==> config.mk <==
export PLATFORM = sky130hd
export DESIGN_NAME = esp_cmd_decoder_flat
export DESIGN_NICKNAME = d
export VERILOG_FILES = /design/src/trs_bus_pkg.sv /design/src/esp_proto_pkg.sv /design/src/esp_cmd_if.sv /design/src/trs_bus_if.sv /design/src/esp_cmd_decoder.sv /design/src/flat_wrapper.sv
export SDC_FILE = /design/constraint.sdc
export NUM_CORES = 1
export LEC_CHECK = 0
export BUFFER_PORTS_ARGS = -buffer_cell sky130_fd_sc_hd__buf_2
export CORE_MARGIN = 2
export CORE_UTILIZATION = 50
export DETAILED_ROUTE_END_ITERATION = 7
export PLACE_DENSITY_LB_ADDON = 0.08
export SLEW_MARGIN = 20
export SYNTH_ARGS = -nofsm -noshare
export SYNTH_HDL_FRONTEND = slang
export SYNTH_SLANG_ARGS = --single-unit
==> constraint.sdc <==
create_clock -name clk -period 3.98 [get_ports clk]
set_clock_uncertainty 0.05 [all_clocks]
set_input_delay 0.398 -clock clk [delete_from_list [all_inputs] [get_ports clk]]
set_output_delay 0.398 -clock clk [all_outputs]
set_load 0.005 [all_outputs]
==> src/trs_bus_pkg.sv <==
package trs_bus_pkg;

  // z80 bus widths
  typedef logic [15:0] addr_t;
  typedef logic [7:0]  data_t; // also used for spi bytes

  // memory map
  localparam addr_t ROM_END      = 16'h3000; // full mode rom below this
  localparam addr_t PRINTER_ADDR = 16'h37e8;

  // i/o ports
  localparam data_t      TRS_IO_PORT   = 8'd31;
  localparam logic [3:0] FREHD_PORT_HI = 4'hc; // ports 0xc0..0xcf

  // printer status as seen by a z80 read of 0x37e8
  localparam data_t PRINTER_READY = 8'h30;
  localparam data_t PRINTER_BUSY  = 8'hf0;

  // why the esp was woken up, shown on esp_s
  typedef enum logic [3:0] {
    trs_io_in  = 4'd0,
    trs_io_out = 4'd1,
    frehd_in   = 4'd2,
    frehd_out  = 4'd3,
    printer_wr = 4'd4,
    none       = 4'd15
  } esp_reason_e;

endpackage
==> src/esp_proto_pkg.sv <==
package esp_proto_pkg;

  // spi command codes, same numbering as on the esp side
  typedef enum logic [7:0] {
    get_cookie       = 8'd0,
    bram_poke        = 8'd1,
    bram_peek        = 8'd2,
    dbus_read        = 8'd3,
    dbus_write       = 8'd4,
    set_full_addr    = 8'd14,
    get_version      = 8'd15,
    get_printer_byte = 8'd16,
    abus_read        = 8'd18
  } esp_opcode_e;

  typedef enum logic [1:0] {
    idle,
    read_params,
    send_resp
  } dec_state_e;

  // up to three parameter bytes per command
  typedef trs_bus_pkg::data_t [2:0] param_arr_t;

  localparam trs_bus_pkg::data_t COOKIE        = 8'haf;
  localparam logic [2:0]         VERSION_MAJOR = 3'd0;
  localparam logic [4:0]         VERSION_MINOR = 5'd3;
  localparam trs_bus_pkg::data_t VERSION       = {VERSION_MAJOR, VERSION_MINOR};

endpackage

==> src/esp_cmd_if.sv <==
`timescale 1ns/1ns

interface esp_cmd_if;
  import esp_proto_pkg::*;

  logic        action; // one clock per executed command
  esp_opcode_e opcode; // valid with action
  param_arr_t  params; // valid with action

  modport dec (
    output action, opcode, params
  );

  modport tgt (
    input action, opcode, params
  );

endinterface

==> src/trs_bus_if.sv <==
`timescale 1ns/1ns

interface trs_bus_if;
  import trs_bus_pkg::*;

  addr_t addr;   // raw pins
  data_t data;   // raw pins
  logic  rd;     // synchronized, active high
  logic  wr;
  logic  io_in;
  logic  io_out;
  logic  access; // one clock at start of any strobe

  modport src (
    output addr, data, rd, wr, io_in, io_out, access
  );

  modport snk (
    input addr, data, rd, wr, io_in, io_out, access
  );

endinterface

==> src/esp_cmd_decoder.sv <==
`timescale 1ns/1ns

module esp_cmd_decoder (
  input  logic               clk,
  input  logic               reset,
  input  trs_bus_pkg::data_t rx_byte,
  input  logic               rx_valid,
  input  trs_bus_pkg::data_t peek_data,
  input  logic               peek_valid,
  input  trs_bus_pkg::data_t printer_byte,
  trs_bus_if.snk             bus,
  output trs_bus_pkg::data_t tx_byte,
  esp_cmd_if.dec             cmd
);
  import trs_bus_pkg::*;
  import esp_proto_pkg::*;

  dec_state_e  state;
  esp_opcode_e op_in;
  esp_opcode_e op_q;
  logic        action_q;
  logic [1:0]  idx;
  logic [1:0]  need;
  logic [1:0]  op_nparams;
  logic        op_known;
  param_arr_t  params_q;
  data_t       resp;

  assign op_in = esp_opcode_e'(rx_byte);

  // parameter count per opcode
  always_comb begin
    op_known   = 1'b1;
    op_nparams = 2'd0;
    case (op_in)
      bram_poke:                 op_nparams = 2'd3; // lo, hi, data
      bram_peek:                 op_nparams = 2'd2; // lo, hi
      dbus_write, set_full_addr: op_nparams = 2'd1;
      get_cookie, get_version, dbus_read,
      abus_read, get_printer_byte: op_nparams = 2'd0;
      default:                   op_known   = 1'b0; // dropped
    endcase
  end

  always_ff @(posedge clk) begin
    if (reset) begin
      state    <= idle;
      op_q     <= get_cookie;
      action_q <= 1'b0;
      idx      <= '0;
      need     <= '0;
    end else begin
      action_q <= 1'b0;
      if (rx_valid) begin
        case (state)
          idle: if (op_known) begin
            op_q <= op_in;
            idx  <= '0;
            need <= op_nparams;
            if (op_nparams == 2'd0) begin
              action_q <= 1'b1; // all parameterless ones answer
              state    <= send_resp;
            end else begin
              state <= read_params;
            end
          end
          read_params: begin
            idx <= idx + 2'd1;
            if (idx == need - 2'd1) begin
              action_q <= 1'b1;
              state    <= (op_q == bram_peek) ? send_resp : idle;
            end
          end
          send_resp: state <= idle; // dummy byte carried the answer
          default:   state <= idle;
        endcase
      end
    end
  end

  always_ff @(posedge clk) begin
    if (state == read_params && rx_valid) params_q[idx] <= rx_byte;
  end

  // response byte picked up by spi_slave at the next byte start
  always_ff @(posedge clk) begin
    if (peek_valid) begin
      resp <= peek_data;
    end else if (state == idle && rx_valid) begin
      case (op_in)
        get_cookie:       resp <= COOKIE;
        get_version:      resp <= VERSION;
        dbus_read:        resp <= bus.data;
        abus_read:        resp <= bus.addr[7:0];
        get_printer_byte: resp <= printer_byte;
        default:          resp <= resp;
      endcase
    end
  end

  assign tx_byte    = resp;
  assign cmd.action = action_q;
  assign cmd.opcode = op_q;
  assign cmd.params = params_q;

  a_state_legal: assert property (@(posedge clk) disable iff (reset)
    state inside {idle, read_params, send_resp});

endmodule

==> src/flat_wrapper.sv <==
// flat-port wrapper written by rule: the top's interface ports become plain ports
module esp_cmd_decoder_flat import trs_bus_pkg::*; import esp_proto_pkg::*;
  (clk, reset, rx_byte, rx_valid, peek_data, peek_valid, printer_byte, tx_byte, bus_addr, bus_data, bus_rd, bus_wr, bus_io_in, bus_io_out, bus_access, cmd_action, cmd_opcode, cmd_params);
  trs_bus_if bus_i ();
  esp_cmd_if cmd_i ();
  input  logic clk;
  input  logic reset;
  input  trs_bus_pkg::data_t rx_byte;
  input  logic rx_valid;
  input  trs_bus_pkg::data_t peek_data;
  input  logic peek_valid;
  input  trs_bus_pkg::data_t printer_byte;
  output trs_bus_pkg::data_t tx_byte;
  input wire logic [$bits(bus_i.addr)-1:0] bus_addr;
  input wire logic [$bits(bus_i.data)-1:0] bus_data;
  input wire logic [$bits(bus_i.rd)-1:0] bus_rd;
  input wire logic [$bits(bus_i.wr)-1:0] bus_wr;
  input wire logic [$bits(bus_i.io_in)-1:0] bus_io_in;
  input wire logic [$bits(bus_i.io_out)-1:0] bus_io_out;
  input wire logic [$bits(bus_i.access)-1:0] bus_access;
  output wire logic [$bits(cmd_i.action)-1:0] cmd_action;
  output wire logic [$bits(cmd_i.opcode)-1:0] cmd_opcode;
  output wire logic [$bits(cmd_i.params)-1:0] cmd_params;
  assign bus_i.addr = bus_addr;
  assign bus_i.data = bus_data;
  assign bus_i.rd = bus_rd;
  assign bus_i.wr = bus_wr;
  assign bus_i.io_in = bus_io_in;
  assign bus_i.io_out = bus_io_out;
  assign bus_i.access = bus_access;
  assign cmd_action = cmd_i.action;
  assign cmd_opcode = cmd_i.opcode;
  assign cmd_params = cmd_i.params;
  esp_cmd_decoder u_core (.clk(clk), .reset(reset), .rx_byte(rx_byte), .rx_valid(rx_valid), .peek_data(peek_data), .peek_valid(peek_valid), .printer_byte(printer_byte), .bus(bus_i), .tx_byte(tx_byte), .cmd(cmd_i));
endmodule
---- Word-level counts from Yosys, hierarchy flattened ----
Index checks and enable logic that the tools add are counted.
word-level totals
  flip-flop bits (word level) ............. 47
  latch bits .............................. 0
  memory bits (writable) .................. 0
  bits in read-only memories .............. 0
  input port bits ......................... 57
  output and inout port bits .............. 41
  logic and storage cells ................. 62
  memories ................................ 0
operators by class
  $add $sub $neg .......................... 2
  $mul .................................... 0
  divide/modulo/power cells ............... 0
  magnitude comparators ................... 2
  equal/unequal tests ..................... 13
  shift-type cells ........................ 0
  muxes and demuxes ....................... 19
  bitwise gates (word level) .............. 1
  reduce and logical (&&, ||, !) cells .... 16
operator list
  cell                 number
  $pmux 8 s5           1
  $bwmux 24            1
  $eq 8x2->1 const B   3
  $mux 8               3
  $demux 8 s2          1
  $eq 8x4->1 const B   2
  $eq 8x5->1 const B   2
  $mux 2               5
  $reduce_and 3->1     3
  $reduce_or 9->1      1
  $eq 8x1->1 const B   1
  $eq 8x3->1 const B   1
  $logic_not 8->1      1
  $pmux 2 s2           2
  $pmux 2 s3           1
  $reduce_bool 6->1    1
  $logic_not 2->1      2
  $mux 1               4
  $ne 2x1->1 const B   2
  $reduce_bool 2->1    2
  $reduce_or 2->1      2
  $logic_and 1x1->1    3
  $lt 2x3->1 const B   1
  $add 2x1->2 const B  1
  other kinds (7)      7

---- Depth between registers and ports, before layout ----
Gate-level depths: netlist of run 1.
  depth in word-level cells ............... 7
  mapped depth ............................ 8
  mapped depth without buffers ............ 5

---- Worst setup path after synthesis of run 1 ----
OpenSTA, ideal clock, no wires.
  kind .................................... input port to flip-flop
  start point ............................. in rx_byte[3]
  end point ............................... reg u_core.resp[0] (netlist: u_core.tx_byte[0]), enable pin
  library setup time ...................... 0.309 ns
  data arrival time ....................... 1.796 ns
  required time ........................... 3.621 ns
  path slack .............................. 1.825 ns
  stages on the path ...................... 6
  path buffers ............................ 2
  cells stage by stage .................... buf_4 -> or2_1 -> buf_6 -> a211o_1 -> a2111oi_4 -> a21o_2
between the ends
  longest elaborated chain between the ends .. 3
  elaborated cells on any way between the ends .. 7
  classes of those cells .................. eq/ne (4); reduce/logical (3)
ends and longest elaborated chain
  item                                RTL line               source
  from (decl)                         flat_wrapper.sv:8      input trs_bus_pkg::data_t rx_byte;
  $eq 8x4->1 (tied with other cells)  esp_cmd_decoder.sv:90  case (op_in)
  $reduce_bool 6->1 (no line) (*)     --
  $reduce_and 2->1 (no line) (*)      --
  to (signal assigned)                esp_cmd_decoder.sv:93  dbus_read: resp <= bus.data;
  to (signal assigned)                esp_cmd_decoder.sv:94  abus_read: resp <= bus.addr[7:0];
  to (signal assigned)                esp_cmd_decoder.sv:95  get_printer_byte: resp <= printer_byte;
  to (decl)                           esp_cmd_decoder.sv:27  data_t resp;
Mark *: on every way between the ends. The rest lies on a longest branch, timed or not.
A chain may end at the register's enable or synchronous reset.

---- Worst setup path in the final report of run 1 ----
  start point ............................. in rx_byte[1]
  end point ............................... reg u_core.resp[5] (netlist: u_core.tx_byte[5]), data pin
between the ends
  longest elaborated chain between the ends .. 4
  elaborated cells on any way between the ends .. 8
  classes of those cells .................. eq/ne (4); mux (3); reduce/logical (1)
ends and longest elaborated chain
  item                                RTL line               source
  $eq 8x5->1 (tied with other cells)  esp_cmd_decoder.sv:90
  $pmux 8 s5 (*)                      esp_cmd_decoder.sv:90
  $mux 8 (*)                          esp_cmd_decoder.sv:89  end else if (state == idle && rx_valid) begin
  $mux 8 (*)                          esp_cmd_decoder.sv:87  if (peek_valid) begin
  to (signal assigned)                esp_cmd_decoder.sv:88  resp <= peek_data;
  to (signal assigned)                esp_cmd_decoder.sv:93
  to (signal assigned)                esp_cmd_decoder.sv:94
Mark *: on every way between the ends. The rest lies on a longest branch, timed or not. The select of a mux whose other input is x is not followed.

==> key figures, run 1 <==
Drt
  • Vias/cell: 5.256
  • Pre-antenna DRT Iters: 4
  • Via count: 1603
  • ANT nets after route: 0
  • WL final: 4473 µm
  • DRT iter0 DRCs: 115
  • DRC violations left: 0
  • Drt wl/cell: 14.67 µm

Clock tree
  • Hold_buf cts: 0
  • Root Driver: clkbuf_8
  • Worst skew pair latency: 0.29 ns
  • Clk slew on worst S/H paths: 0.09 ns
  • Max Buffers Root-to-Sink: 2
  • Post-CTS Resized: 0
  • CTS tree: done
  • Post-CTS Setup Bufs: 0
  • Sink Count: 47
  • Inserted Clock Buffers: 5
  • H-tree depth: 2

Finish
  • Final Cell Area: 0.002674 mm²
  • Antenna fix cells: 0
  • Layout cell share with drive strength beyond 1: 0.4039
  • Fin nets: 314
  • Fill count: 342
  • P&R area growth vs syn: 23.38%

Global route
  • GRT Total Usage: 0.1865
  • Global-route wire length before repair: 7155 µm
  • GR Overflow Total: 0
  • Largest net degree at the start of global routing: 22
  • Antenna violations before repair: 0
  • Vias in the first global route: 1438

Placement
  • Placed cell area: 0.002559 mm²
  • Input/output buffers: 84
  • Dpl ws: 1.671 ns
  • DP HPWL: 3334 µm
  • Gpl congestion: 0.7861

Yosys
  • Area contributors post-synth: edfxtp_1 (44%), dfxtp_1 (14%), mux2_2 (3.1%)
  • Syn_nets: 235
  • Most instantiated cells after synthesis: edfxtp_1 (32), dfxtp_1 (15), nor2_1 (10)
  • EDFF count, synth: 32
  • Post-Synthesis Cells: 175
  • Ys flop type: edfxtp_1
  • Post-synth ARST share: 0
  • Synth cell types: 46
  • Flops & latches, synth: 47
  • Synth area leader: edfxtp_1
  • Post-Syn Area: 0.002167 mm²
  • Ys Warns: 0
  • Most instantiated library cell after synthesis: edfxtp_1
  • Seq/Total Area, Yosys: 0.5820
  • Syn Area/Cell: 12.38 µm²
  • Synth top area share: 0.4434

STA
  • Peak Freq: 0.4958 GHz
  • Final setup violation count: 0
  • Final worst setup slack: 1.963 ns
  • Slew of the pin with the lowest slew margin: 0.7546 ns
  • Setup TNS: 0 ns
  • Final hold vios: 0
  • RSZ-0062 raised after global routing: false
  • Final Slew Violations: 0
  • Final Hold Slack: 0.2659 ns
  • Post-route clock period utilization: 0.5067
  • Slew headroom: 0.4899
  • Minimum clock period: 2.017 ns

Worst hold path
  • Worst hold stages: 1
  • Hold WC Path Type: in2reg
  • Hold EP: u_core.cmd.params[22]$_DFFE_PP_
  • Hold path start: rx_byte[6]

Worst setup path
  • Buf+Inv Stages, Crit Path: 1
  • Critical path data arrival time: 1.98 ns
  • Startpoint Class: input pin
  • Worst R2R Path Depth: 4
  • R2R Setup Slk: 2.19 ns
  • Setup CP Type: in2reg
  • Critical Path RT: 3.94 ns
  • CP Max Fanout: 21
  • R2R Path Start: u_core.state[1]$_SDFFE_PP0P_
  • Max incr delay on CP: 0.56 ns
  • Crit end category: flip-flop
  • Worst R2R End: u_core.need[0]$_SDFFE_PP0P_
  • Crit path cell chain: buf_2, and3b_1, nand2_1, o21ai_0, nor3b_1, a21oi_1
  • Slowest-stage cell, CP: nor3b_1
  • CP top delay family: simple AND/OR/NAND/NOR gates

Floorplan
  • Rows: 23
  • Core Box Area: 0.004086 mm²
  • DIE AREA: 0.004877 mm²
  • Effective utilization at floorplan: 0.5303
  • Die Span X: 69.84 µm
  • Top Ports: 98
  • Die span in y: 69.84 µm

Outcome
  • Status: complete, no violations

Flow run
  • Max Cap Violations: 0

Power and ir drop
  • P per Cell Area: 356.7 mW/mm²
  • Total leakage power: 1.086 nW
  • Max rail drop VDD: 0.2789 mV
## cell families (layout without fill, tap and decap cells)
kind of cell,Yosys count,count (layout),share of synthesized area
flops,47,47,0.5820
fa+ha+maj,3,3,0.01732
simple gates,53,53,0.1386
compound gates,39,39,0.1392
xor+xnor,4,4,0.01616
buf+inv,18,98,0.05253
mux,11,11,0.05427
## layout by cell type, fill, tap and decap left out, types with 3 or more instances in the layout
master / count
buf_2: 84
edfxtp_1: 32
dfxtp_1: 15
nor2_1: 10
a21oi_1: 9
nand2_1: 7
a22o_1: 7
inv_1: 6
nor2b_1: 6
nor3_1: 6
mux2_2: 6
a22oi_1: 5
mux2i_1: 5
clkbuf_8: 5
nand2b_1: 4
xnor2_1: 4
o21ai_0: 4
and3_1: 3
and2_1: 3
ha_1: 3
## final cells by class
type                       instances  area (µm²)  area share
sequential                        47        1261      0.4717
multi-input combinational        110       792.0      0.2962
clock buffer                       5       68.82     0.02574
inverter                           6       22.52    0.008423
timing repair buffer              84       420.4      0.1572
tap                               50       62.56     0.02340
clock inverter                     3       46.29     0.01731
## metal layers
layer | wire length [µm] | vias up | track usage
met5 | 0 | - | 0
li1 | - | 810 | -
met3 | 263 | 2 | 0.05523
met2 | 2133 | 49 | 0.2857
met1 | 2056 | 742 | 0.2587
met4 | 21 | 0 | 0.05128
## worst max path at each step
| stage | startpoint | endpoint | slack, ns | depth (start not counted) |
|---|---|---|---|---|
| after floorplan | rx_byte[3] | u_core.tx_byte[0]$_DFFE_PP_ | 1.82 | 6 |
| after global placement | rx_byte[1] | u_core.tx_byte[7]$_DFFE_PP_ | 1.64 | 6 |
| after detailed placement | rx_byte[1] | u_core.tx_byte[3]$_DFFE_PP_ | 1.67 | 6 |
| after CTS | rx_byte[1] | u_core.tx_byte[3]$_DFFE_PP_ | 1.98 | 6 |
| after global routing | rx_byte[1] | u_core.tx_byte[5]$_DFFE_PP_ | 1.78 | 6 |
| final | rx_byte[1] | u_core.tx_byte[5]$_DFFE_PP_ | 1.96 | 6 |
## where the power goes
group	internal (W)	switching (W)
clock network	0.000189	0.000159
logic	0.0000360	0.0000408
registers	0.000527	0.00000226
total	0.000752	0.000202
## worst reg2reg max path, stage by stage, from the launching register on
cell	delay [ns]
dfxtp_1	0.35
nor2b_1	0.39
o211ai_1	0.32
a2111o_1	0.46
a21oi_1	0.15
## sequential cells by signal, indices dropped and copies added (netlist names)
signal,cells
u_core.tx_byte,8
u_core.cmd.params,24
u_core.need,2
u_core.cmd.action,1
u_core.state,2
u_core.cmd.opcode,8
u_core.idx,2
## stage by stage
step	total power (W)	util	std cells
3_3_place_gp	0.0006162	0.6261	297
6_report	0.0009537	0.6543	305
2_1_floorplan	0.0005872	-	175
3_5_place_dp	0.0006169	0.6261	297
4_1_cts	0.0009632	0.6543	305
5_1_grt	0.0009959	0.6543	305
Power figures use the tool's default switching activity.
==> run 2: changes to the inputs <==
--- a/config.mk
+++ b/config.mk
@@ -5,9 +5,10 @@
 export SDC_FILE = /design/constraint.sdc
 export NUM_CORES = 1
 export LEC_CHECK = 0
+export ABC_AREA = 1
 export BUFFER_PORTS_ARGS = -buffer_cell sky130_fd_sc_hd__buf_2
 export CORE_MARGIN = 2
-export CORE_UTILIZATION = 50
+export CORE_UTILIZATION = 47
 export DETAILED_ROUTE_END_ITERATION = 7
 export PLACE_DENSITY_LB_ADDON = 0.08
 export SLEW_MARGIN = 20
==> constraint.sdc (replaced) <==
create_clock -name clk -period 1.97 [get_ports clk]
set_clock_uncertainty 0.05 [all_clocks]
set_input_delay 0.197 -clock clk [delete_from_list [all_inputs] [get_ports clk]]
set_output_delay 0.197 -clock clk [all_outputs]
set_load 0.005 [all_outputs]
==> run 2 against run 1 <==
Net effect: sequential share of layout area shrank 2.8 points; area after synthesis grew 2.0%; final area is 6.3% higher; utilization is 1.5 points lower; critical path type is now reg2reg.
==> key figures, run 2 <==
STA
  • Final hold vios: 0
  • Minimum clock period: 1.539 ns
  • Slew headroom: 0.7693
  • Final setup violation count: 0
  • RSZ-0062 raised after global routing: false
  • Final worst setup slack: 0.4313 ns
  • Setup TNS: 0 ns
  • Slew of the pin with the lowest slew margin: 0.3424 ns
  • Post-route clock period utilization: 0.7810
  • Peak Freq: 0.6499 GHz
  • Final Slew Violations: 0

Yosys
  • Area contributors post-synth: edfxtp_1 (43%), dfxtp_1 (14%), nand2_1 (7.1%)
  • Ys flop type: edfxtp_1
  • Syn_nets: 294
  • Syn Area/Cell: 9.448 µm²
  • Post-synth ARST share: 0
  • Seq/Total Area, Yosys: 0.5705
  • Synth top area share: 0.4346
  • Synth cell types: 25
  • Synth area leader: edfxtp_1
  • Most instantiated cells after synthesis: nand2_1 (42), nor2_1 (41), edfxtp_1 (32)
  • EDFF count, synth: 32
  • Flops & latches, synth: 47
  • Post-Syn Area: 0.002211 mm²
  • Most instantiated library cell after synthesis: nand2_1
  • Post-Synthesis Cells: 234
  • Ys Warns: 0

Drt
  • DRC violations left: 0
  • DRT iter0 DRCs: 79
  • Pre-antenna DRT Iters: 4
  • Drt wl/cell: 12.27 µm
  • Via count: 1899
  • WL final: 4711 µm
  • Vias/cell: 4.945
  • ANT nets after route: 0

Floorplan
  • Rows: 24
  • Top Ports: 98
  • Effective utilization at floorplan: 0.4975
  • Die Span X: 72.59 µm
  • Die span in y: 72.59 µm
  • DIE AREA: 0.005269 mm²
  • Core Box Area: 0.004444 mm²

Finish
  • Fin nets: 391
  • Most common cell after layout, fill and taps aside: buf_2
  • Commonest non-fill, non-tap cells in the layout: buf_2 (84), nand2_1 (42), nor2_1 (41), edfxtp_1 (32)
  • Fill count: 383
  • Largest register FFs: 24
  • Filler-free cell count of the finished design: 384
  • P&R area growth vs syn: 28.52%
  • Layout cell share with drive strength beyond 1: 0.3645
  • Antenna fix cells: 0

Clock tree
  • Hold_buf cts: 0
  • Max Buffers Root-to-Sink: 2
  • Root Driver: clkbuf_8
  • Post-CTS Setup Bufs: 0
  • CTS tree: done
  • Inserted Clock Buffers: 5
  • H-tree depth: 2
  • Sink Count: 47
  • Worst skew pair latency: 0.29 ns
  • Clk slew on worst S/H paths: 0.08 ns
  • Post-CTS Resized: 0

Worst setup path
  • Setup CP Type: reg2reg
  • CP top delay family: simple AND/OR/NAND/NOR gates
  • Crit path cell chain: inv_1, nor2_1, nand2_1, nor2_1, buf_4
  • Slowest-stage cell, CP: dfxtp_1
  • Crit end category: flip-flop
  • Max incr delay on CP: 0.35 ns
  • Buf+Inv Stages, Crit Path: 2
  • CP Max Fanout: 8
  • Startpoint Class: flip-flop
  • CP most frequent cell: nor2_1
  • Critical path data arrival time: 1.49 ns
  • Critical Path RT: 1.92 ns

Global route
  • Vias in the first global route: 1637
  • Global-route wire length before repair: 7341 µm
  • Antenna violations before repair: 0
  • Largest net degree at the start of global routing: 15
  • GR Overflow Total: 0
  • GRT Total Usage: 0.1813

Placement
  • DP HPWL: 3550 µm
  • Dpl ws: 0.1579 ns
  • Input/output buffers: 84
  • Placed Instances: 376
  • Gpl congestion: 0.8434

Worst hold path
  • Hold WC Path Type: in2reg

Power and ir drop
  • Total leakage power: 1.313 nW
  • Power, Total: 0.001919 W
  • Max rail drop VDD: 0.4238 mV
  • P per Cell Area: 675.5 mW/mm²

Outcome
  • Status: complete, no violations

Flow run
  • Max Cap Violations: 0
==> run 2: cell count changes in the layout (fill, tap and decap cells not counted), moves of 7 or more <==
cell	change
nor2_1	+31
inv_1	+19
a22o_1	-7
buf_4	+8
nand2_1	+35
nand3_1	+24
==> run 2: cells by family after synthesis <==
family,after synthesis,share of synthesized area
compound gates,21,0.05999
fa+ha+maj,3,0.01698
xor+xnor,1,0.003962
buf+inv,31,0.05942
simple gates,131,0.2892
flops,47,0.5705
==> run 2: final timing paths <==
path         cells past startpoint  slack (ns)                                end                              start
max reg2reg                      5        0.43    u_core.cmd.params[23]$_DFFE_PP_       u_core.state[0]$_SDFFE_PP0P_
min                              2        0.08  u_core.cmd.opcode[5]$_SDFFE_PP0P_                              reset
min reg2reg                      2        0.41  u_core.cmd.opcode[6]$_SDFFE_PP0P_  u_core.cmd.opcode[6]$_SDFFE_PP0P_
max                              5        0.43    u_core.cmd.params[23]$_DFFE_PP_       u_core.state[0]$_SDFFE_PP0P_
==> run 2: routing by layer <==
layer / wire length (µm) / vias to the layer above / track usage / share of wire
met5: 0 / - / 0 / 0
met4: 44 / 0 / 0.04938 / 0.0093
met3: 273 / 4 / 0.04972 / 0.058
met2: 2355 / 68 / 0.2960 / 0.50
met1: 2037 / 856 / 0.2387 / 0.43
li1: - / 971 / - / -
==> run 2: power by group <==
part | internal, W | switching (W) | total, W
clock | 0.000371 | 0.000308 | 0.000679
combinational | 0.0000705 | 0.0000965 | 0.000167
sequential | 0.00107 | 0.00000633 | 0.00107
total | 0.00151 | 0.000411 | 0.00192
==> run 2: area by class of cell <==
class	count	area, µm²	area share
tap	52	65.06	0.02290
clock inverter	3	38.79	0.01365
timing repair buffer	92	480.5	0.1691
sequential	47	1261	0.4439
inverter	29	108.9	0.03831
multi-input combinational	156	818.3	0.2880
clock buffer	5	68.82	0.02422
==> run 2: per-stage QoR <==
stage               cell area (µm²)    util  hold WS (ns)
floorplan                      2211       -        0.2161
global placement               2734  0.6151        0.3764
detailed placement             2734  0.6151        0.3805
CTS                            2841  0.6394       0.07693
global route                   2841  0.6394       0.06700
finish                         2841  0.6394       0.08158
==> run 2: worst reg2reg max path, stage by stage (launching register included) <==
cell and delay [ns]:
dfxtp_1 0.35, inv_1 0.04, nor2_1 0.24, nand2_1 0.24, nor2_1 0.14, buf_4 0.19
