===== config.mk =====
export PLATFORM = sky130hd
export DESIGN_NAME = trs_bus_drive_flat
export DESIGN_NICKNAME = d
export VERILOG_FILES = /design/src/trs_bus_pkg.sv /design/src/esp_proto_pkg.sv /design/src/esp_cmd_if.sv /design/src/trs_bus_if.sv /design/src/trs_bus_drive.sv /design/src/flat_wrapper.sv
export SDC_FILE = /design/constraint.sdc
export NUM_CORES = 1
export LEC_CHECK = 0
export ABC_AREA = 1
export BUFFER_PORTS_ARGS = -buffer_cell sky130_fd_sc_hd__buf_2
export CORE_MARGIN = 1.5
export CORE_UTILIZATION = 36
export CTS_CLUSTER_SIZE = 28
export DETAILED_ROUTE_END_ITERATION = 10
export PLACE_DENSITY_LB_ADDON = 0.12
export SYNTH_ARGS = -nofsm -noshare
export SYNTH_HDL_FRONTEND = slang
export SYNTH_SLANG_ARGS = --single-unit

===== constraint.sdc =====
create_clock -name clk -period 2 [get_ports clk]
set_input_delay 0 -clock clk [delete_from_list [all_inputs] [get_ports clk]]
set_output_delay 0 -clock clk [all_outputs]
set_load 0.05 [all_outputs]

===== src/trs_bus_pkg.sv =====
package trs_bus_pkg;

  // z80 bus widths
  typedef logic [15:0] addr_t;
  typedef logic [7:0]  data_t; // also used for spi bytes

  // memory map
  localparam addr_t ROM_END      = 16'h3000; // full mode rom below this
  localparam addr_t PRINTER_ADDR = 16'h37e8;

  // i/o ports
  localparam data_t      TRS_IO_PORT   = 8'd31;
  localparam logic [3:0] FREHD_PORT_HI = 4'hc; // ports 0xc0..0xcf

  // printer status as seen by a z80 read of 0x37e8
  localparam data_t PRINTER_READY = 8'h30;
  localparam data_t PRINTER_BUSY  = 8'hf0;

  // why the esp was woken up, shown on esp_s
  typedef enum logic [3:0] {
    trs_io_in  = 4'd0,
    trs_io_out = 4'd1,
    frehd_in   = 4'd2,
    frehd_out  = 4'd3,
    printer_wr = 4'd4,
    none       = 4'd15
  } esp_reason_e;

endpackage

===== src/esp_proto_pkg.sv =====
package esp_proto_pkg;

  // spi command codes, same numbering as on the esp side
  typedef enum logic [7:0] {
    get_cookie       = 8'd0,
    bram_poke        = 8'd1,
    bram_peek        = 8'd2,
    dbus_read        = 8'd3,
    dbus_write       = 8'd4,
    set_full_addr    = 8'd14,
    get_version      = 8'd15,
    get_printer_byte = 8'd16,
    abus_read        = 8'd18
  } esp_opcode_e;

  typedef enum logic [1:0] {
    idle,
    read_params,
    send_resp
  } dec_state_e;

  // up to three parameter bytes per command
  typedef trs_bus_pkg::data_t [2:0] param_arr_t;

  localparam trs_bus_pkg::data_t COOKIE        = 8'haf;
  localparam logic [2:0]         VERSION_MAJOR = 3'd0;
  localparam logic [4:0]         VERSION_MINOR = 5'd3;
  localparam trs_bus_pkg::data_t VERSION       = {VERSION_MAJOR, VERSION_MINOR};

endpackage


===== src/esp_cmd_if.sv =====
`timescale 1ns/1ns

interface esp_cmd_if;
  import esp_proto_pkg::*;

  logic        action; // one clock per executed command
  esp_opcode_e opcode; // valid with action
  param_arr_t  params; // valid with action

  modport dec (
    output action, opcode, params
  );

  modport tgt (
    input action, opcode, params
  );

endinterface


===== src/trs_bus_if.sv =====
`timescale 1ns/1ns

interface trs_bus_if;
  import trs_bus_pkg::*;

  addr_t addr;   // raw pins
  data_t data;   // raw pins
  logic  rd;     // synchronized, active high
  logic  wr;
  logic  io_in;
  logic  io_out;
  logic  access; // one clock at start of any strobe

  modport src (
    output addr, data, rd, wr, io_in, io_out, access
  );

  modport snk (
    input addr, data, rd, wr, io_in, io_out, access
  );

endinterface


===== src/trs_bus_drive.sv =====
`timescale 1ns/1ns

module trs_bus_drive (
  input  logic               clk,
  input  logic               reset,
  trs_bus_if.snk             bus,
  esp_cmd_if.tgt             cmd,
  input  trs_bus_pkg::data_t ram_rd_data,
  input  logic               ram_rd_valid,
  input  trs_bus_pkg::data_t printer_status,
  output trs_bus_pkg::data_t d_out,
  output logic               d_oe,
  output logic               d_dir
);
  import trs_bus_pkg::*;
  import esp_proto_pkg::*;

  logic full_addr; // mirror of the ram map mode
  logic prn_addr, mem_rd_sel, io_sel;

  always_ff @(posedge clk) begin
    if (reset) full_addr <= 1'b0;
    else if (cmd.action && cmd.opcode == set_full_addr)
      full_addr <= (cmd.params[0] != 8'h00);
  end

  assign prn_addr   = bus.addr == PRINTER_ADDR;
  assign mem_rd_sel = full_addr ? (bus.addr[15] | bus.addr[14] | (bus.addr < ROM_END))
                                : bus.addr[15];
  assign io_sel = ((bus.addr[7:0] == TRS_IO_PORT) | (bus.addr[7:4] == FREHD_PORT_HI))
                & (bus.io_in | bus.io_out);

  // read data register, ram wins
  always_ff @(posedge clk) begin
    if (ram_rd_valid)
      d_out <= ram_rd_data;
    else if (cmd.action && cmd.opcode == dbus_write)
      d_out <= cmd.params[0];
    else if (bus.access && bus.rd && prn_addr)
      d_out <= printer_status;
  end

  assign d_oe  = io_sel | bus.wr | bus.io_out | (bus.rd & (mem_rd_sel | prn_addr));
  assign d_dir = ~(bus.rd | bus.io_in); // high = toward the board

endmodule


===== src/flat_wrapper.sv =====
// flat-port wrapper written by rule: the top's interface ports become plain ports
module trs_bus_drive_flat import trs_bus_pkg::*; import esp_proto_pkg::*;
  (clk, reset, ram_rd_data, ram_rd_valid, printer_status, d_out, d_oe, d_dir, bus_addr, bus_data, bus_rd, bus_wr, bus_io_in, bus_io_out, bus_access, cmd_action, cmd_opcode, cmd_params);
  trs_bus_if bus_i ();
  esp_cmd_if cmd_i ();
  input  logic clk;
  input  logic reset;
  input  trs_bus_pkg::data_t ram_rd_data;
  input  logic ram_rd_valid;
  input  trs_bus_pkg::data_t printer_status;
  output trs_bus_pkg::data_t d_out;
  output logic d_oe;
  output logic d_dir;
  input wire logic [$bits(bus_i.addr)-1:0] bus_addr;
  input wire logic [$bits(bus_i.data)-1:0] bus_data;
  input wire logic [$bits(bus_i.rd)-1:0] bus_rd;
  input wire logic [$bits(bus_i.wr)-1:0] bus_wr;
  input wire logic [$bits(bus_i.io_in)-1:0] bus_io_in;
  input wire logic [$bits(bus_i.io_out)-1:0] bus_io_out;
  input wire logic [$bits(bus_i.access)-1:0] bus_access;
  input wire logic [$bits(cmd_i.action)-1:0] cmd_action;
  input wire logic [$bits(cmd_i.opcode)-1:0] cmd_opcode;
  input wire logic [$bits(cmd_i.params)-1:0] cmd_params;
  assign bus_i.addr = bus_addr;
  assign bus_i.data = bus_data;
  assign bus_i.rd = bus_rd;
  assign bus_i.wr = bus_wr;
  assign bus_i.io_in = bus_io_in;
  assign bus_i.io_out = bus_io_out;
  assign bus_i.access = bus_access;
  assign cmd_i.action = cmd_action;
  assign cmd_i.opcode = cmd_opcode;
  assign cmd_i.params = cmd_params;
  trs_bus_drive u_core (.clk(clk), .reset(reset), .bus(bus_i), .cmd(cmd_i), .ram_rd_data(ram_rd_data), .ram_rd_valid(ram_rd_valid), .printer_status(printer_status), .d_out(d_out), .d_oe(d_oe), .d_dir(d_dir));
endmodule

# Word-level counts from Yosys, hierarchy flattened
# Index checks and enable logic that the tools add are counted.
# W data, S select, Z words.
[totals]
register_bits = 9
inputBits = 81
output_inout_bits = 10
elab_cells = 30
[op_classes]
order_cmp = 1
n_eq_ne = 5
n_mux = 4
bitwise = 12
n_reduce_logical = 6
[ops]
columns = ["op", "count"]
rows = [
  ["$mux W8", 3],
  ["$eq A16 B14 Y1 const B", 1],
  ["$lt A16 B14 Y1 const B", 1],
  ["$or A1 B1 Y1", 9],
  ["$eq A8 B3 Y1 const B", 1],
  ["$eq A8 B4 Y1 const B", 1],
  ["$eq A8 B5 Y1 const B", 1],
  ["$reduce_bool A8 Y1", 1],
  ["$eq A4 B4 Y1 const B", 1],
  ["$logic_and A1 B1 Y1", 4],
  ["$reduce_bool A3 Y1", 1],
  ["$and A1 B1 Y1", 2],
  ["$mux W1", 1],
  ["$not A1 Y1", 1],
]

# Depth between registers and ports, before layout
# Gate-level depths: netlist (run 1).
[logic_depth]
depth_word = 6
ltp_mapped = 8
mapped_depth_nobuf = 8

# Least setup slack after synthesis (run 1)
# No wires, ideal clock.
[synth_timing]
path_kind = "input to register"
startpoint = "input bus_addr[15]"
endpoint = "register u_core.d_out[0] (enable)"
setup_ns = 0.384
arrival_ns = 0.926
required_time_ns = 1.616
setup_slack_ns = 0.690
cell_stages = 5
path_buffers = 0
path_cell_list = "nor2_1 nand2_1 nor2_1 nand2_1 o21ai_0"
[synth_between]
elab_chain_cells = 3
[synth_rtl]
columns = ["element", "line", "source"]
rows = [
  ["start: declaration", "flat_wrapper.sv:14", "input wire logic [$bits(bus_i.addr)-1:0] bus_addr;"],
  ["$eq A16 B14 Y1", "trs_bus_drive.sv:27", "assign prn_addr = bus.addr == PRINTER_ADDR;"],
  ["$logic_and A1 B1 Y1", "trs_bus_drive.sv:39", "else if (bus.access && bus.rd && prn_addr)"],
  ["$reduce_bool A3 Y1 (no line)", "--", ""],
  ["end signal: assignment", "trs_bus_drive.sv:36", "d_out <= ram_rd_data;"],
  ["end signal: assignment", "trs_bus_drive.sv:38", "d_out <= cmd.params[0];"],
  ["end signal: assignment", "trs_bus_drive.sv:40", "d_out <= printer_status;"],
  ["end: declaration", "trs_bus_drive.sv:11", "output trs_bus_pkg::data_t d_out,"],
]
# No other way between the ends.
# A chain may end at the register's enable or synchronous reset.

# Worst setup path after layout (run 1)
[layout_timing]
startpoint = "input bus_addr[1]"
endpoint = "register u_core.d_out[2] (enable)"
# Same word-level chain as after synthesis.

==> results of run 1 <==
-- cells in the mapped netlist --
| library cell | count |
|---|---|
| or2_2 | 1 |
| a21oi_1 | 4 |
| nand3_2 | 1 |
| nand3_4 | 1 |
| nand3b_1 | 1 |
| clkbuf_8 | 1 |
| inv_2 | 3 |
| inv_1 | 26 |
| nand2_2 | 1 |
| o21ai_0 | 2 |
| nor2_1 | 14 |
| edfxtp_1 | 8 |
| nor2_4 | 1 |
| nand3_1 | 21 |
| nor2_2 | 3 |
| nor2_8 | 1 |
| nand4_1 | 1 |
| dfxtp_1 | 1 |
| nand2_1 | 39 |
-- cells by family after synthesis --
family | count (synthesis) | synth area share
AO/OA/AOI/OAI | 6 | 0.0366
buffers and inverters | 30 | 0.149
flip-flops | 9 | 0.317
AND/OR/NAND/NOR | 85 | 0.497
-- power breakdown --
| part | total [W] | internal, W | switching (W) |
|---|---|---|---|
| sequential | 0.000226 | 0.000223 | 0.00000315 |
| clock | 0.000142 | 0.0000769 | 0.0000654 |
| combinational | 0.000208 | 0.0000758 | 0.000132 |
| total | 0.000576 | 0.000376 | 0.000201 |
-- stage by stage --
stage / hold slack, ns / std cells / setup slack [ns] / power (W)
after floorplan: 0.144 / 130 / 0.690 / 0.000355
after global placement: 0.232 / 223 / 0.259 / 0.000434
after detailed placement: 0.239 / 223 / 0.197 / 0.000438
after CTS: 0.0102 / 228 / 0.475 / 0.000582
after global routing: 0.0216 / 228 / 0.323 / 0.000614
final: 0.0111 / 228 / 0.574 / 0.000576
-- flip-flops by register name, indices dropped and copies added, names as in the netlist --
| name | flops |
|---|---|
| u_core.d_out | 8 |
| u_core.full_addr | 1 |
-- worst min-delay path, stage by stage --
cell and delay (ns):
buf_2 0.08, nand2_1 0.04, nand2_1 0.05
-- worst max path at each step --
stage	slack, ns	to	startpoint	cells past startpoint
after global routing	0.32	u_core.d_out[2]$_DFFE_PP_	bus_addr[1]	6
after detailed placement	0.20	u_core.d_out[1]$_DFFE_PP_	bus_addr[1]	6
after global placement	0.26	u_core.d_out[0]$_DFFE_PP_	bus_addr[1]	6
after floorplan	0.69	u_core.d_out[0]$_DFFE_PP_	bus_addr[15]	5
final	0.57	u_core.d_out[2]$_DFFE_PP_	bus_addr[1]	6
after CTS	0.47	u_core.d_out[1]$_DFFE_PP_	bus_addr[1]	6
-- layer usage --
layer  track usage  wire length (µm)
met5             0                 0
met4        0.0360                 0
met3        0.0417               156
met2         0.298               931
met1         0.204               876
-- cell type report --
cell class / count / area, µm²
multi-input cells: 91 / 438
inverters: 29 / 109
flip-flops and latches: 9 / 260
fillers: 235 / 982
clock buffers: 4 / 26.3
repair buffers: 67 / 340
well taps: 28 / 35.0
==> results.py, run 1 <==
metrics = {
    "sta": {
        "setup_viol_count_final": 0,
        "clock_skew_ns": 0,
        "drv_slew": 0,
        "finalSetupTns_ns": 0,
        "post-route-min-period_ns": 1.43,
        "max_freq_ghz": 0.701,
        "worstMarginPinSlew_ns": 1.12,
        "maxSlewHeadroom": 0.244,
        "rsz0062_at_grt": "false",
        "finalHoldViolations": 0,
        "finalCritPeriodShare": 0.713,
    },
    "synth": {
        "synth_top_area_cell": "edfxtp_1",
        "syn-num-nets": 211,
        "syn_avg_cell_area_um2": 6.31,
        "synth_top_cell_area_share": 0.293,
        "synth.area.top_cells": "edfxtp_1 29%, nand2_1 18%, nand3_1 13%",
        "netlist_area_um2": 821,
        "synth_warnings": 0,
        "seq_area_frac_synth": 0.317,
        "yosysUniqueCellTypes": 19,
        "ys_seq_elements": 9,
        "synthCells": 130,
    },
    "clock_tree": {
        "clk-insertion-delay-late_ns": 0.25,
        "cts.sinks": 9,
        "clk_pin_slew_worst_paths_ns": 0.07,
        "cts_setup_buffers": 0,
        "clockBufferDepth": 2,
        "post_cts_resized": 0,
        "cts_made_buffers": 3,
        "cts_tree": "built",
        "cts.htree.levels": 1,
        "cts-root-buf": "clkbuf_4",
        "ctsHoldBuffers": 1,
    },
    "placed_design": {
        "port_buffers": 66,
        "dp_hpwl_mm": 1.71,
        "placed_area_um2": 1170,
        "place_congestion": 0.721,
    },
    "floorplanning": {
        "rows": 17,
        "initial_utilization": 0.375,
        "ios": 91,
        "die_area_um2": 2580,
        "die_h_um": 50.8,
        "coreArea_um2": 2190,
        "die_x_um": 50.8,
    },
    "grt": {
        "grt_pass1_vias": 899,
        "grt_pass1_wl_mm": 3.37,
        "antenna_found_initial": 0,
        "grt_usage": 0.168,
        "overflow": 0,
        "grt_max_degree": 11,
    },
    "routing": {
        "first_pass_iters": 4,
        "drtIter0Drc": 24,
        "vias": 975,
        "drc": 0,
        "ant_nets": 0,
        "routed_wl_mm": 1.96,
        "routedWlPerCell_um": 8.61,
        "vias_per_cell": 4.28,
    },
    "critical_path": {
        "cp-start-kind": "input pin",
        "critPathMaxFanout": 8,
        "reg2regPathDepth": 2,
        "required_ns": 1.88,
        "crit_top_cell": "nor2_1",
        "path_class": "input pin to flop",
        "crit_family": "compound AO/OA/AOI/OAI gates",
        "critical_path_arrival_ns": 1.30,
        "crit_chain": "buf_2 -> nor2_1 -> nand3_1 -> nor2_1 -> nand2_1 -> o21ai_0",
        "cp-end-kind": "flop",
        "crit_slowest_cell": "o21ai_0",
        "reg2reg_slack_ns": 1.43,
        "critPathMaxStageDelay_ns": 0.87,
        "rr_startpoint": "u_core.full_addr$_SDFFE_PP0P_",
        "worstReg2RegEnd": "u_core.full_addr$_SDFFE_PP0P_",
        "path_buf_inv": 1,
    },
    "layout": {
        "drive_gt1_frac": 0.405,
        "stdcell_area_um2": 1210,
        "fin_util": 0.552,
        "num_antenna_cells": 0,
        "areaGrowthSynthToFinish_pct": 47.3,
        "layout.cells.most_common": "buf_2",
        "layout_common_cells": "66 x buf_2, 39 x nand2_1, 26 x inv_1, 21 x nand3_1, 14 x nor2_1",
        "fin_nets": 282,
    },
    "outcome": {
        "status": "finished, final reports clean",
    },
    "hold_path": {
        "min_path_cells": 3,
        "hp-class": "input pin to flop",
        "hold_end": "u_core.d_out[1]$_DFFE_PP_",
        "worstHoldStart": "ram_rd_data[1]",
    },
    "power": {
        "ir_drop_uv": 223,
        "p_leak_nw": 0.720,
        "p_per_area_nw_per_um2": 477,
    },
    "job": {
        "cap_violations": 0,
    },
}
Note: power is estimated with default switching activity, not from simulation.
==> inputs of run 2 (changes only) <==
ABC_AREA = 0   (was 1)
CORE_UTILIZATION = 30   (was 36)
clock period = 1.4 ns   (was 2 ns; I/O delays follow)
==> results.py, run 2 <==
metrics = {
    "outcome": {
        "status": "finished, final reports clean",
    },
    "layout": {
        "areaGrowthSynthToFinish_pct": 63.7,
        "fill_cells": 202,
        "drive_gt1_frac": 0.667,
        "regArea_um2": 260,
        "reg.largest.list": "u_core.d_out x8, u_core.full_addr x1",
        "largest_reg_flops": 8,
        "layout.cells.most_common": "buf_2",
        "layout_common_cells": "65 x buf_2, 8 x mux2_1, 8 x mux2_2, 8 x edfxtp_1, 4 x nor2_1",
        "final_cells": 150,
        "multi_input_area_um2": 394,
        "fin_nets": 205,
        "num_antenna_cells": 0,
        "largest_register": "u_core.d_out",
    },
    "synth": {
        "syn_avg_cell_area_um2": 12.7,
        "seq_area_frac_synth": 0.395,
        "netlist_area_um2": 658,
        "yosysUniqueCellTypes": 24,
        "synth.area.top_cells": "edfxtp_1 37%, mux2_1 14%, mux2_2 14%",
        "synth_top_cell_area_share": 0.365,
        "synth_top_area_cell": "edfxtp_1",
        "ys_async_sr_fraction": 0,
        "syn-num-nets": 133,
        "synthTopCellsByCount": "8 x edfxtp_1, 8 x mux2_1, 8 x mux2_2",
        "ys_seq_elements": 9,
        "synth_warnings": 0,
        "synthCells": 52,
        "ys.flop_type": "edfxtp_1",
        "synth_edf_count": 8,
    },
    "critical_path": {
        "cp-start-kind": "flop",
        "worstReg2RegEnd": "u_core.full_addr$_SDFFE_PP0P_",
        "crit_slowest_cell": "or3_1",
        "critPathMaxFanout": 2,
        "worstSetupEndpoint": "d_oe",
        "reg2reg_slack_ns": 0.81,
        "crit_chain": "o21ai_1 -> o21ai_0 -> or3_1 -> buf_4",
        "cp-end-kind": "output port",
        "required_ns": 1.40,
        "critPathMaxStageDelay_ns": 0.35,
        "rr_startpoint": "u_core.full_addr$_SDFFE_PP0P_",
        "reg2regPathDepth": 2,
        "path_class": "flop to output port",
        "critical_path_arrival_ns": 1.30,
        "critPathLaunch": "u_core.full_addr$_SDFFE_PP0P_",
    },
    "grt": {
        "use_met3": 0.0545,
        "use_met1": 0.150,
        "grt_max_degree": 10,
        "grt_util_met2": 0.273,
        "overflow": 0,
        "grt_busiest_layer": "met2",
        "grt_usage": 0.146,
        "grt_pass1_wl_mm": 2.75,
        "antenna_found_initial": 0,
        "grt_pass1_vias": 705,
    },
    "routing": {
        "drc": 0,
        "vias_per_cell": 4.66,
        "vias": 699,
        "drtIter0Drc": 9,
        "first_pass_iters": 4,
        "routed_wl_mm": 1.74,
        "routedWlPerCell_um": 11.6,
        "ant_nets": 0,
    },
    "floorplanning": {
        "die_h_um": 49.8,
        "die_x_um": 49.8,
        "die_area_um2": 2480,
        "coreArea_um2": 2020,
        "ios": 91,
        "rows": 16,
        "initial_utilization": 0.325,
    },
    "sta": {
        "post-route-min-period_ns": 1.30,
        "setup_viol_count_final": 0,
        "finalHoldViolations": 0,
        "drv_slew": 0,
        "maxSlewHeadroom": 0.764,
        "clock_skew_ns": 0,
        "hold_ws_ns": 0.0382,
        "finalCritPeriodShare": 0.929,
        "rsz0062_at_grt": "false",
        "max_freq_ghz": 0.769,
        "worstMarginPinSlew_ns": 0.349,
    },
    "placed_design": {
        "port_buffers": 66,
        "place_congestion": 0.690,
        "dp_hpwl_mm": 1.48,
        "placed_cells": 145,
    },
    "clock_tree": {
        "clk_pin_slew_worst_paths_ns": 0.07,
        "cts_setup_buffers": 0,
        "cts_made_buffers": 3,
        "clk-insertion-delay-late_ns": 0.25,
        "clockBufferDepth": 2,
        "cts.sinks": 9,
        "cts.htree.levels": 1,
        "cts_tree": "built",
        "cts-root-buf": "clkbuf_4",
    },
    "power": {
        "p_per_area_nw_per_um2": 737,
        "ir_drop_uv": 414,
        "p_leak_nw": 0.501,
    },
    "job": {
        "cap_violations": 0,
    },
    "hold_path": {
        "hp-class": "input pin to flop",
        "worstHoldStart": "ram_rd_data[0]",
    },
}
==> run 2: cell types whose count changed in the layout (fill, tap and decap cells not counted), sizes merged, moves of 2 or more <==
cell	before	now
nand2	40	1
inv	29	0
nand3	23	2
mux2	0	16
nor2	19	4
a21oi	4	0
nor4bb	0	3
nor3b	0	2
nor4	0	2
nor4b	0	2
==> run 2: logic make-up after synthesis <==
kind of cell / share of synthesized area
and+or+nand+nor: 0.270
muxes: 0.289
DFF: 0.395
AOI/OAI and AO/OA: 0.0399
buffers and inverters: 0.00570
==> run 2: timing repair <==
action	CTS	global route
resized for setup	0	3
endpoints found under the setup margin	0	1
endpoints found under the hold margin	1	0
hold buffers	1	0
==> run 2: through the flow <==
| stage | utilization | setup slack (ns) | TNS (ns) | cell area (µm²) | total power, W |
|---|---|---|---|---|---|
| 2_1_floorplan | - | 0.0874 | 0 | 658 | 0.000476 |
| 3_3_place_gp | 0.514 | -0.172 | -2.15 | 1040 | 0.000591 |
| 3_5_place_dp | 0.514 | -0.153 | -2.12 | 1040 | 0.000594 |
| 4_1_cts | 0.532 | 0.0357 | 0 | 1070 | 0.000805 |
| 5_1_grt | 0.533 | 0.00207 | 0 | 1080 | 0.000834 |
| 6_report | 0.533 | 0.0989 | 0 | 1080 | 0.000794 |
==> run 2: final cells by class <==
cell class,count,area share
Clock buffer,4,0.0244
Multi-Input combinational cell,42,0.366
Sequential cell,9,0.242
Tap cell,27,0.0314
Timing Repair Buffer,68,0.337
==> run 2: worst max-delay path, delay by kind of cell (launching register included) <==
family	cells	cell delay, ns
AND/OR/NAND/NOR	1	0.35
AO/OA/AOI/OAI	2	0.19
buffers and inverters	1	0.19
flip-flops	1	0.32
==> run 2: power breakdown <==
group	leakage (nW)	internal [W]	total, W	switching, W
logic	0.400	0.000116	0.000267	0.000151
clock network	0.0150	0.000110	0.000204	0.0000944
registers	0.0864	0.000318	0.000322	0.00000439
==> run 2: how the worst min path moves through the flow <==
stage / endpoint / slack, ns / depth (start not counted)
final: u_core.d_out[0]$_DFFE_PP_ / 0.04 / 2
after global routing: u_core.d_out[0]$_DFFE_PP_ / 0.03 / 2
after global placement: u_core.full_addr$_SDFFE_PP0P_ / 0.16 / 2
after CTS: u_core.d_out[0]$_DFFE_PP_ / 0.03 / 2
after floorplan: u_core.full_addr$_SDFFE_PP0P_ / 0.07 / 1
after detailed placement: u_core.full_addr$_SDFFE_PP0P_ / 0.16 / 2
==> run 2: routing by layer <==
metal	vias up	wire length, µm
li1	354	-
met1	305	591
met2	40	949
met3	0	199
met4	0	0
met5	-	0
==> inputs of run 3 (changes only) <==
CORE_UTILIZATION = 31   (was 30)
CTS_BUF_LIST = sky130_fd_sc_hd__clkbuf_4 sky130_fd_sc_hd__clkbuf_8   (was unset)
==> results.py, run 3 (same netlist as run 2, synthesis figures left out) <==
metrics = {
    "outcome": {
        "status": "finished, final reports clean",
    },
    "placed_design": {
        "pre_cts_slack_ns": -0.169,
        "place_congestion": 0.792,
        "dp_hpwl_mm": 1.42,
        "port_buffers": 66,
    },
    "sta": {
        "post-route-min-period_ns": 1.32,
        "worst_slack_ns": 0.0839,
        "finalCritPeriodShare": 0.940,
        "drv_slew": 0,
        "rsz0062_at_grt": "false",
        "finalSetupTns_ns": 0,
        "worstMarginPinSlew_ns": 0.350,
        "setup_viol_count_final": 0,
        "clock_skew_ns": 0,
        "max_freq_ghz": 0.760,
        "maxSlewHeadroom": 0.764,
        "hold_ws_ns": 0.0385,
        "finalHoldViolations": 0,
    },
    "grt": {
        "antenna_found_initial": 0,
        "grt_pass1_wl_mm": 2.67,
        "grt_pass1_vias": 677,
        "grt_usage": 0.144,
        "grt_max_degree": 10,
        "overflow": 0,
    },
    "critical_path": {
        "rr_startpoint": "u_core.full_addr$_SDFFE_PP0P_",
        "critPathMaxFanout": 2,
        "critical_path_arrival_ns": 1.32,
        "required_ns": 1.40,
        "path_class": "flop to output port",
        "reg2reg_slack_ns": 0.81,
        "cp-end-kind": "output port",
        "worstReg2RegEnd": "u_core.full_addr$_SDFFE_PP0P_",
        "reg2regPathDepth": 2,
        "cp-start-kind": "flop",
    },
    "routing": {
        "drc": 0,
        "routedWlPerCell_um": 11.4,
        "ant_nets": 0,
        "vias": 714,
        "vias_per_cell": 4.76,
        "drtIter0Drc": 1,
        "first_pass_iters": 2,
        "routed_wl_mm": 1.70,
    },
    "clock_tree": {
        "cts_setup_buffers": 0,
        "clockBufferDepth": 2,
        "cts_made_buffers": 3,
        "clk_pin_slew_worst_paths_ns": 0.06,
        "cts-root-buf": "clkbuf_4",
        "cts_tree": "built",
        "cts.sinks": 9,
        "cts.htree.levels": 1,
        "clk-insertion-delay-late_ns": 0.26,
    },
    "layout": {
        "fin_nets": 205,
        "areaGrowthSynthToFinish_pct": 65.8,
        "layout_common_cells": "65 x buf_2, 8 x mux2_1, 8 x mux2_2, 8 x edfxtp_1",
        "layout.cells.most_common": "buf_2",
        "num_antenna_cells": 0,
        "reg.largest.list": "u_core.d_out x8, u_core.full_addr x1",
        "largest_reg_flops": 8,
        "fill_cells": 191,
        "drive_gt1_frac": 0.683,
        "largest_register": "u_core.d_out",
    },
    "power": {
        "p_leak_nw": 0.508,
        "power_w": 0.000814,
        "ir_drop_uv": 501,
        "p_per_area_nw_per_um2": 746,
    },
    "hold_path": {
        "hp-class": "input pin to flop",
        "hold_end": "u_core.d_out[0]$_DFFE_PP_",
        "worstHoldStart": "ram_rd_data[0]",
        "min_path_cells": 2,
    },
    "floorplanning": {
        "die_area_um2": 2410,
        "coreArea_um2": 1980,
        "ios": 91,
        "die_x_um": 49.1,
        "rows": 16,
        "initial_utilization": 0.332,
        "die_h_um": 49.1,
    },
    "job": {
        "cap_violations": 0,
    },
}
run 3: cell counts in the layout (fill, tap and decap cells not counted):
Identical to the previous run, type by type.
run 3: how the worst max path moves through the flow:
stage / startpoint / to / slack (ns) / cells past startpoint
2_1_floorplan: bus_addr[15] / u_core.d_out[0]$_DFFE_PP_ / 0.09 / 4
3_3_place_gp: bus_addr[15] / u_core.d_out[4]$_DFFE_PP_ / -0.19 / 6
3_5_place_dp: bus_addr[15] / u_core.d_out[3]$_DFFE_PP_ / -0.17 / 6
4_1_cts: u_core.full_addr$_SDFFE_PP0P_ / d_oe / 0.03 / 4
5_1_grt: u_core.full_addr$_SDFFE_PP0P_ / d_oe / 0.004 / 4
6_report: u_core.full_addr$_SDFFE_PP0P_ / d_oe / 0.08 / 4
run 3: metal layers:
metal / track usage / wire length (µm) / vias to the layer above
met4: 0.0286 / 0 / 0
li1: - / - / 355
met1: 0.150 / 645 / 321
met2: 0.259 / 880 / 38
met3: 0.0706 / 177 / 0
met5: 0 / 0 / -
run 3: what timing repair did:
action / 4_1_cts / 5_1_grt
endpoints found under the hold margin: 1 / 0
resized for setup: 0 / 4
setup endpoints to repair: 0 / 9
hold buffers: 1 / 0
run 3: area by class of cell:
| class | count | area (µm²) | share of cell area |
|---|---|---|---|
| Multi-Input combinational cell | 42 | 400 | 0.367 |
| Timing Repair Buffer | 68 | 367 | 0.336 |
| Sequential cell | 9 | 260 | 0.239 |
| Tap cell | 27 | 33.8 | 0.0310 |
| Clock buffer | 4 | 30.0 | 0.0275 |
run 3: report_power, final:
part           total, W  internal [W]  switching, W
Clock          0.000222      0.000129     0.0000931
Sequential     0.000322      0.000318    0.00000418
Combinational  0.000269      0.000117      0.000152
run 3: per-stage QoR:
| stage | cell area [µm²] | instances | util |
|---|---|---|---|
| 3_5_place_dp | 1040 | 145 | 0.524 |
| 5_1_grt | 1090 | 150 | 0.551 |
| 4_1_cts | 1080 | 150 | 0.544 |
| 6_report | 1090 | 150 | 0.551 |
| 2_1_floorplan | 658 | 52 | - |
| 3_3_place_gp | 1040 | 145 | 0.524 |
run 3: worst max-delay path, cell delays in order (launching register included):
cell and delay (ns):
dfxtp_1 0.32, o21ai_0 0.14, o21ai_0 0.09, or3_1 0.34, buf_6 0.16
